[config.mk]
export PLATFORM = sky130hd
export DESIGN_NAME = note_synth_top
export DESIGN_NICKNAME = d
export VERILOG_FILES = /design/src/hw/note_synth_pkg.sv /design/src/hw/note_if.sv /design/src/hw/key_scan.sv /design/src/hw/tone_sel.sv /design/src/hw/note_display.sv /design/src/hw/note_synth_top.sv
export SDC_FILE = /design/constraint.sdc
export NUM_CORES = 1
export LEC_CHECK = 0
export ABC_AREA = 1
export BUFFER_PORTS_ARGS = -buffer_cell sky130_fd_sc_hd__buf_2
export CAP_MARGIN = 20
export CELL_PAD_IN_SITES_DETAIL_PLACEMENT = 0
export CELL_PAD_IN_SITES_GLOBAL_PLACEMENT = 2
export CORE_UTILIZATION = 39
export CTS_BUF_LIST = sky130_fd_sc_hd__clkbuf_16
export CTS_CLUSTER_SIZE = 40
export DETAILED_ROUTE_END_ITERATION = 12
export GPL_TIMING_DRIVEN = 0
export PLACE_DENSITY = 0.95
export SLEW_MARGIN = 15
export SYNTH_ARGS = -nofsm -noshare
export SYNTH_HDL_FRONTEND = slang
export SYNTH_SLANG_ARGS = --single-unit
[constraint.sdc]
create_clock -name clk -period 9.43 [get_ports clk]
set_input_delay 1.4145 -clock clk [delete_from_list [all_inputs] [get_ports clk]]
set_output_delay 1.4145 -clock clk [all_outputs]
set_load 0.03 [all_outputs]
[src/hw/note_synth_pkg.sv]
package note_synth_pkg;

    // ------------------------------
    // Widths
    // ------------------------------

    localparam int note_w   = 4;   // Key code and note code
    localparam int octave_w = 3;   // Octave switches
    localparam int sample_w = 16;  // Signed audio sample
    localparam int seg_w    = 8;   // Order a b c d e f g h

    // Twelve note names of one octave, C first
    typedef enum logic [note_w - 1:0] {
        note_c  = 4'd0,
        note_cs = 4'd1,
        note_d  = 4'd2,
        note_ds = 4'd3,
        note_e  = 4'd4,
        note_f  = 4'd5,
        note_fs = 4'd6,
        note_g  = 4'd7,
        note_gs = 4'd8,
        note_a  = 4'd9,
        note_as = 4'd10,
        note_b  = 4'd11
    } note_t;

    // ------------------------------
    // Tone data
    // ------------------------------

    // C4 to B4 in millihertz, equal temperament around A4 = 440 Hz
    localparam logic [31:0] note_mhz_table [12] = '{
        32'd261626,  // C4
        32'd277183,
        32'd293665,
        32'd311127,
        32'd329628,
        32'd349228,  // F4
        32'd369994,
        32'd391995,
        32'd415305,
        32'd440000,  // A4
        32'd466164,
        32'd493883
    };

    localparam logic [sample_w - 1:0] tone_amplitude = 16'h3000;  // Well below full scale

    // Letter shapes, h segment set on sharps
    localparam logic [seg_w - 1:0] seg_table [12] = '{
        8'b1001_1100,  // C
        8'b1001_1101,  // C#
        8'b0111_1010,  // d
        8'b0111_1011,  // d#
        8'b1001_1110,  // E
        8'b1000_1110,  // F
        8'b1000_1111,  // F#
        8'b1011_1100,  // G
        8'b1011_1101,  // G#
        8'b1110_1110,  // A
        8'b1110_1111,  // A#
        8'b0011_1110   // b
    };

endpackage

[src/hw/note_if.sv]
`timescale 1ns/100ps

// Current note as seen by the whole design
interface note_if;

    note_synth_pkg::note_t                note;         // Valid only with note_on
    logic [note_synth_pkg::octave_w - 1:0] octave;
    logic                                 note_on;      // Level, key held
    logic                                 note_change;  // One-cycle pulse

    modport src (
        output note,
        output octave,
        output note_on,
        output note_change
    );

    modport dst (
        input  note,
        input  octave,
        input  note_on,
        input  note_change
    );

endinterface

[src/hw/key_scan.sv]
`timescale 1ns/100ps

module key_scan #(
    parameter int debounce_cycles = 8
) (
    input  logic                                  clk,
    input  logic                                  rst,
    input  logic [note_synth_pkg::note_w   - 1:0] key,
    input  logic [note_synth_pkg::octave_w - 1:0] sw,
    note_if.src                                   note_out
);

    localparam int in_w  = note_synth_pkg::note_w + note_synth_pkg::octave_w;
    localparam int cnt_w = $clog2(debounce_cycles + 1);

    localparam logic [cnt_w - 1:0] cnt_last = cnt_w'(debounce_cycles - 1);  // Accept here
    localparam logic [cnt_w - 1:0] cnt_full = cnt_w'(debounce_cycles);      // Saturated

    logic [in_w - 1:0]                     sync_1;    // Metastability stage
    logic [in_w - 1:0]                     sync_2;
    logic [in_w - 1:0]                     cand;      // Value being timed
    logic [cnt_w - 1:0]                    cnt;
    logic                                  accept;
    logic [note_synth_pkg::note_w   - 1:0] cand_key;
    logic [note_synth_pkg::octave_w - 1:0] cand_sw;
    logic                                  dec_on;
    note_synth_pkg::note_t                 dec_note;
    logic                                  differs;

    // ------------------------------
    // Synchronizer and debounce
    // ------------------------------

    always_ff @(posedge clk or posedge rst) begin
        if (rst) begin
            sync_1 <= '0;
            sync_2 <= '0;
        end else begin
            sync_1 <= {sw, key};
            sync_2 <= sync_1;
        end
    end

    // Any change restarts the stability count
    always_ff @(posedge clk or posedge rst) begin
        if (rst) begin
            cand <= '0;
            cnt  <= '0;
        end else if (sync_2 != cand) begin
            cand <= sync_2;
            cnt  <= '0;
        end else if (cnt != cnt_full) begin
            cnt  <= cnt + 1'b1;  // Stops at full, so one accept per value
        end
    end

    assign accept = (sync_2 == cand) && (cnt == cnt_last);

    // ------------------------------
    // Decode
    // ------------------------------

    assign {cand_sw, cand_key} = cand;
    assign dec_on   = cand_key < note_synth_pkg::note_w'(12);  // 12..15 are rests
    assign dec_note = dec_on ? note_synth_pkg::note_t'(cand_key) : note_synth_pkg::note_c;

    // Glitch that settles back to the old value gives no pulse
    assign differs = (dec_note != note_out.note)
                  || (cand_sw != note_out.octave)
                  || (dec_on  != note_out.note_on);

    always_ff @(posedge clk or posedge rst) begin
        if (rst) begin
            note_out.note        <= note_synth_pkg::note_c;
            note_out.octave      <= '0;
            note_out.note_on     <= 1'b0;
            note_out.note_change <= 1'b0;
        end else begin
            note_out.note_change <= accept && differs;
            if (accept) begin
                note_out.note    <= dec_note;
                note_out.octave  <= cand_sw;
                note_out.note_on <= dec_on;
            end
        end
    end

endmodule

[src/hw/tone_sel.sv]
`timescale 1ns/100ps

module tone_sel #(
    parameter int clk_mhz = 50
) (
    input  logic                                         clk,
    input  logic                                         rst,
    note_if.dst                                          note_in,
    output logic signed [note_synth_pkg::sample_w - 1:0] sound
);

    localparam int period_w = 32;  // Room for slow tones at fast clocks

    localparam logic signed [note_synth_pkg::sample_w - 1:0] amp =
        $signed(note_synth_pkg::tone_amplitude);

    logic [period_w - 1:0] base_period [12];  // Octave 0 half periods
    logic [period_w - 1:0] half_period;       // Selected and shifted
    logic [period_w - 1:0] cnt;               // Cycles left before the flip

    // ------------------------------
    // Divisor table
    // ------------------------------

    // Clock in millihertz over twice the note frequency, rounded down
    for (genvar i = 0; i < 12; i++) begin : g_period
        localparam longint unsigned clk_mhz_units = longint'(clk_mhz) * 64'd1_000_000_000;
        localparam longint unsigned note_units    = 64'(note_synth_pkg::note_mhz_table[i]);
        localparam longint unsigned period        = clk_mhz_units / (64'd2 * note_units);

        assign base_period[i] = period_w'(period);
    end

    // Each octave up halves the period
    assign half_period = base_period[note_in.note] >> note_in.octave;

    // ------------------------------
    // Square wave
    // ------------------------------

    always_ff @(posedge clk or posedge rst) begin
        if (rst) begin
            sound <= '0;
            cnt   <= '0;
        end else if (!note_in.note_on) begin
            // Rest, silence and hold the counter
            sound <= '0;
            cnt   <= '0;
        end else if (note_in.note_change) begin
            sound <= amp;                  // Restart on the high half
            cnt   <= half_period - 1'b1;
        end else if (cnt == '0) begin
            sound <= -sound;               // Sign flip
            cnt   <= half_period - 1'b1;   // Octave change also lands here
        end else begin
            cnt   <= cnt - 1'b1;
        end
    end

endmodule

[src/hw/note_display.sv]
`timescale 1ns/100ps

module note_display #(
    parameter int w_digit = 8
) (
    input  logic                                clk,
    input  logic                                rst,
    note_if.dst                                 note_in,
    output logic [note_synth_pkg::seg_w  - 1:0] segments,
    output logic [w_digit - 1:0]                digit,
    output logic [note_synth_pkg::note_w - 1:0] led
);

    logic [note_synth_pkg::seg_w - 1:0] pattern;  // Lookup for the current note

    // ------------------------------
    // Pattern lookup
    // ------------------------------

    // Layout of one digit
    //
    //    --a--
    //   f     b
    //    --g--
    //   e     c
    //    --d--  h
    assign pattern = note_synth_pkg::seg_table[note_in.note];

    // ------------------------------
    // Output registers
    // ------------------------------

    always_ff @(posedge clk or posedge rst) begin
        if (rst) begin
            segments <= '0;
            led      <= '0;
        end else if (note_in.note_on) begin
            segments <= pattern;
            led      <= note_synth_pkg::note_w'(note_in.note);  // Same as key code
        end else begin
            // Blank on rest
            segments <= '0;
            led      <= '0;
        end
    end

    // Only the rightmost digit is lit, no scanning
    assign digit = w_digit'(1);

endmodule

[src/hw/note_synth_top.sv]
`timescale 1ns/100ps

module note_synth_top #(
    parameter int clk_mhz         = 50,
    parameter int debounce_cycles = 250_000,  // About 5 ms at 50 MHz
    parameter int w_digit         = 8
) (
    input  logic                                         clk,
    input  logic                                         rst,

    // Keys give the note, switches the octave
    input  logic        [note_synth_pkg::note_w   - 1:0] key,
    input  logic        [note_synth_pkg::octave_w - 1:0] sw,

    // Display and LEDs
    output logic        [note_synth_pkg::seg_w    - 1:0] segments,
    output logic        [w_digit - 1:0]                  digit,
    output logic        [note_synth_pkg::note_w   - 1:0] led,

    // Audio
    output logic signed [note_synth_pkg::sample_w - 1:0] sound
);

    note_if note_bus ();  // Shared current-note bundle

    // ------------------------------
    // Input side
    // ------------------------------

    key_scan #(
        .debounce_cycles (debounce_cycles)
    ) u_key_scan (
        .clk      (clk),
        .rst      (rst),
        .key      (key),
        .sw       (sw),
        .note_out (note_bus.src)
    );

    // ------------------------------
    // Tone and display
    // ------------------------------

    tone_sel #(
        .clk_mhz (clk_mhz)
    ) u_tone_sel (
        .clk     (clk),
        .rst     (rst),
        .note_in (note_bus.dst),
        .sound   (sound)
    );

    note_display #(
        .w_digit (w_digit)
    ) u_note_display (
        .clk      (clk),
        .rst      (rst),
        .note_in  (note_bus.dst),
        .segments (segments),
        .digit    (digit),
        .led      (led)
    );

endmodule

==> metrics.json <==
{
  "ctsHoldBuffers": 0,
  "first_global_vias": 5805,
  "crit_path_start_kind": "flop",
  "h_tree_depth": 3,
  "clock_sink_count": 107,
  "grt_util_overall_pct": 20.6,
  "finalNetCount": 991,
  "drive_gt1_share_pct": 13.6,
  "clockBufferDepth": 2,
  "postSynthCellCount": 913,
  "combined_area_of_the_multi_input_logic_cells_um2": 3420,
  "synth_area_per_cell_um2": 7.46,
  "timing_hold_violations_final": 0,
  "type_of_the_worst_setup_path": "flop to flop",
  "arrival_time_worst_endpoint_ns": 3.23,
  "clk_latency_worst_skew_pair_ns": 0.35,
  "postSynth.topFlopCell": "dfrtp_1",
  "netlist-cell-type-count": 49,
  "clock_transition_at_the_register_clock_pins_on_the_worst_setup_and_hold_paths_after_cts_ns": 0.07,
  "worst_clock_skew_ns": 0.00862,
  "min_path_type": "flop to flop",
  "synthDominantAreaCellType": "dfrtp_1",
  "critical_path.endpoint": "u_tone_sel.cnt[10]$_DFF_PP0_",
  "grt_pass1_wl_mm": 29.5,
  "worst_reg2reg_path_endpoint": "u_tone_sel.cnt[10]$_DFF_PP0_",
  "area_growth_pct": 11.2,
  "grt_start_max_net_pins": 56,
  "critPathLaunch": "u_key_scan.note_out.note[0]$_DFFE_PP0P_",
  "dr_total_vias": 6039,
  "filler_cell_count": 1765,
  "power.leakage_nw": 3.93,
  "synth.top_cells.by_area": "dfrtp_1, nand2_1, nand3_1, inv_1, nor2_1",
  "count_of_flip_flops_with_a_built_in_enable_after_synthesis": 0,
  "finalWirelength_mm": 17.3,
  "reg2reg_from": "u_key_scan.note_out.note[0]$_DFFE_PP0P_",
  "drt-initial-drc-count": 390,
  "overall_power_of_the_completed_layout_w": 0.000841,
  "synth-seq-cells": 107,
  "cellPowerDensity_nw_per_um2": 111,
  "cts_post_setup_buffers_inserted": 0,
  "final.setup.tns_ns": 0,
  "number_of_antenna_violations_at_the_first_check_in_global_routing": 0,
  "timing.max_slew.rel_slack_pct": 48.2,
  "grt-ovfl-total": 0,
  "synthDominantCellAreaShare_pct": 39.3,
  "final-setup-viol-count": 0,
  "async_flop_share_pct": 100,
  "dieArea_um2": 18000,
  "die_h_um": 134,
  "hpwlAfterDp_mm": 13.2,
  "maxClockFrequency_mhz": 334,
  "rows": 47,
  "crit_path_end_kind": "flop",
  "path_max_fanout": 8,
  "tmin_final_ns": 2.99,
  "clock-root-buffer": "clkbuf_16",
  "r2r_setup_slack_ns": 6.44,
  "timing_worst_slew_pin_value_ns": 0.778,
  "required_ns": 9.67,
  "die_width_um": 134,
  "timing_max_transition_violations_final": 0,
  "final_min_period_over_clock_period_pct": 31.7,
  "synth_sequential_area_ratio_pct": 39.3,
  "post_drt_wl_per_cell_um": 14.5,
  "numPortBuffers": 35,
  "floorplan.core_area_um2": 16800,
  "grt_setup_unrepaired": "false",
  "num_cts_buffers": 9,
  "detail-route-antenna-nets": 0,
  "rr_worst_depth": 22,
  "antenna_cells": 0,
  "gpl.final_weighted_congestion": 0.869,
  "ys.warnings.count": 0,
  "start_util_pct": 40.5,
  "detail_route.drc_violations": 0,
  "seqCellArea_um2": 2680,
  "outcome": "completed",
  "max_cap_viol_count": 0,
  "tritoncts": "done",
  "ir_drop_mv": 0.124,
  "detail_route.first_pass.iterations": 5,
  "post_cts_resized": 0,
  "top_level_ports": 45,
  "synth_area_um2": 6810,
  "post_drt_via_cell_ratio": 5.07
}
-- logic make-up (layout without fill, tap and decap cells) --
group / Yosys count / count (layout) / share of synthesized area [%]
AND/OR/NAND/NOR: 475 / 475 / 33.0
buffers and inverters: 165 / 215 / 10.9
AO/OA/AOI/OAI: 114 / 114 / 9.41
flip-flops: 107 / 107 / 39.3
XOR/XNOR: 35 / 35 / 4.50
adder cells (fa/ha/maj): 15 / 15 / 2.76
other: 2 / 9 / 0.110
-- metal layers --
| metal | up-vias | global-route usage (%) | share of wire [%] |
|---|---|---|---|
| met5 | - | 0 | 0 |
| met4 | 0 | 4.74 | 1.2 |
| met3 | 21 | 3.14 | 3.7 |
| met2 | 108 | 32.6 | 46 |
| met1 | 2839 | 29.5 | 49 |
| li1 | 3071 | - | - |
-- cell type report --
cell class | instances | area share [%]
clock inverter | 5 | 0.397
inverter | 120 | 6.11
tap | 220 | 3.64
buffer | 45 | 3.72
clock buffer | 9 | 2.97
multi-input combinational | 648 | 45.1
timing repair buffer | 36 | 2.68
sequential | 107 | 35.4
-- power by group --
part	switching [W]	total, W	internal (W)
registers	0.00000301	0.000466	0.000463
logic	0.0000186	0.0000269	0.00000835
clock network	0.000172	0.000348	0.000176
total	0.000194	0.000841	0.000647
-- how the worst min path moves through the flow --
stage / startpoint / endpoint / slack, ns / cells past startpoint
CTS: u_key_scan.sync_1[1]$_DFF_PP0_ / u_key_scan.sync_2[1]$_DFF_PP0_ / 0.35 / 0
global route: u_key_scan.sync_1[5]$_DFF_PP0_ / u_key_scan.sync_2[5]$_DFF_PP0_ / 0.36 / 0
floorplan: u_key_scan.sync_1[0]$_DFF_PP0_ / u_key_scan.sync_2[0]$_DFF_PP0_ / 0.33 / 0
detailed placement: u_key_scan.sync_1[1]$_DFF_PP0_ / u_key_scan.sync_2[1]$_DFF_PP0_ / 0.33 / 0
finish: u_key_scan.sync_1[2]$_DFF_PP0_ / u_key_scan.sync_2[2]$_DFF_PP0_ / 0.35 / 0
global placement: u_key_scan.sync_1[2]$_DFF_PP0_ / u_key_scan.sync_2[2]$_DFF_PP0_ / 0.33 / 0
-- per-stage QoR --
stage               std cells  setup slack, ns  hold slack (ns)  utilization [%]  instance area (um2)
floorplan                 920             5.20            0.331                -                 6830
global placement         1175             3.82            0.333             43.3                 7280
detailed placement       1176             6.45            0.335             43.5                 7320
CTS                      1190             6.44            0.350             45.0                 7570
global route             1190             6.16            0.364             45.0                 7570
finish                   1190             6.44            0.349             45.0                 7570
-- critical path, stage by stage, from the launching register on --
cell	delay, ns
dfrtp_1	0.44
buf_4	0.21
inv_1	0.13
ha_1	0.38
inv_1	0.07
nand2_1	0.06
nand3_1	0.16
nand3_1	0.14
nand3_1	0.11
nand2_1	0.05
nand2_1	0.05
nand2_1	0.10
inv_1	0.08
ha_1	0.17
inv_1	0.05
nand2_1	0.07
nand3_2	0.11
nor2_2	0.16
nand2_1	0.10
nand2_1	0.07
nand3_1	0.06
nand3_1	0.07
inv_1	0.04
-- state kept, by name, indices dropped and copies added, names as in the netlist --
name / flops
u_tone_sel.cnt: 32
u_key_scan.cnt: 18
u_tone_sel.sound: 15
u_note_display.segments: 8
u_key_scan.cand: 7
u_key_scan.sync_1: 7
u_key_scan.sync_2: 7
u_key_scan.note_out.note: 4
u_note_display.led: 4
u_key_scan.note_out.octave: 3
u_key_scan.note_out.note_change: 1
u_key_scan.note_out.note_on: 1
-- layout by cell type, fill, tap and decap left out, drive strengths merged, types with 2 or more instances in the layout --
| cell | instances |
|---|---|
| a31oi | 6 |
| o211ai | 5 |
| or2 | 8 |
| inv | 119 |
| ha | 15 |
| a21oi | 40 |
| a311oi | 2 |
| a211oi | 2 |
| o22ai | 3 |
| clkinv | 6 |
| nand4 | 12 |
| xnor2 | 12 |
| nor3 | 36 |
| dfrtp | 107 |
| buf | 67 |
| o21bai | 3 |
| nor2 | 107 |
| o21ai | 46 |
| a221oi | 3 |
| nand3 | 111 |
| nor4 | 19 |
| nand2 | 178 |
| clkbuf | 23 |
| a21boi | 2 |
| xor2 | 23 |
| o21a | 2 |
| conb | 9 |
-- synthesized netlist by cell type (6+ instances only) --
master	number
nand2_1	164
inv_1	110
dfrtp_1	107
nand3_1	101
nor2_1	100
o21ai_0	41
a21oi_1	40
nor3_1	35
xor2_1	23
ha_1	15
nor4_1	15
clkbuf_1	14
buf_4	13
nand2_2	13
buf_2	12
xnor2_1	12
nand4_1	11
nand3_2	10
a31oi_1	6
inv_2	6
(Power assumes the default switching activity.)
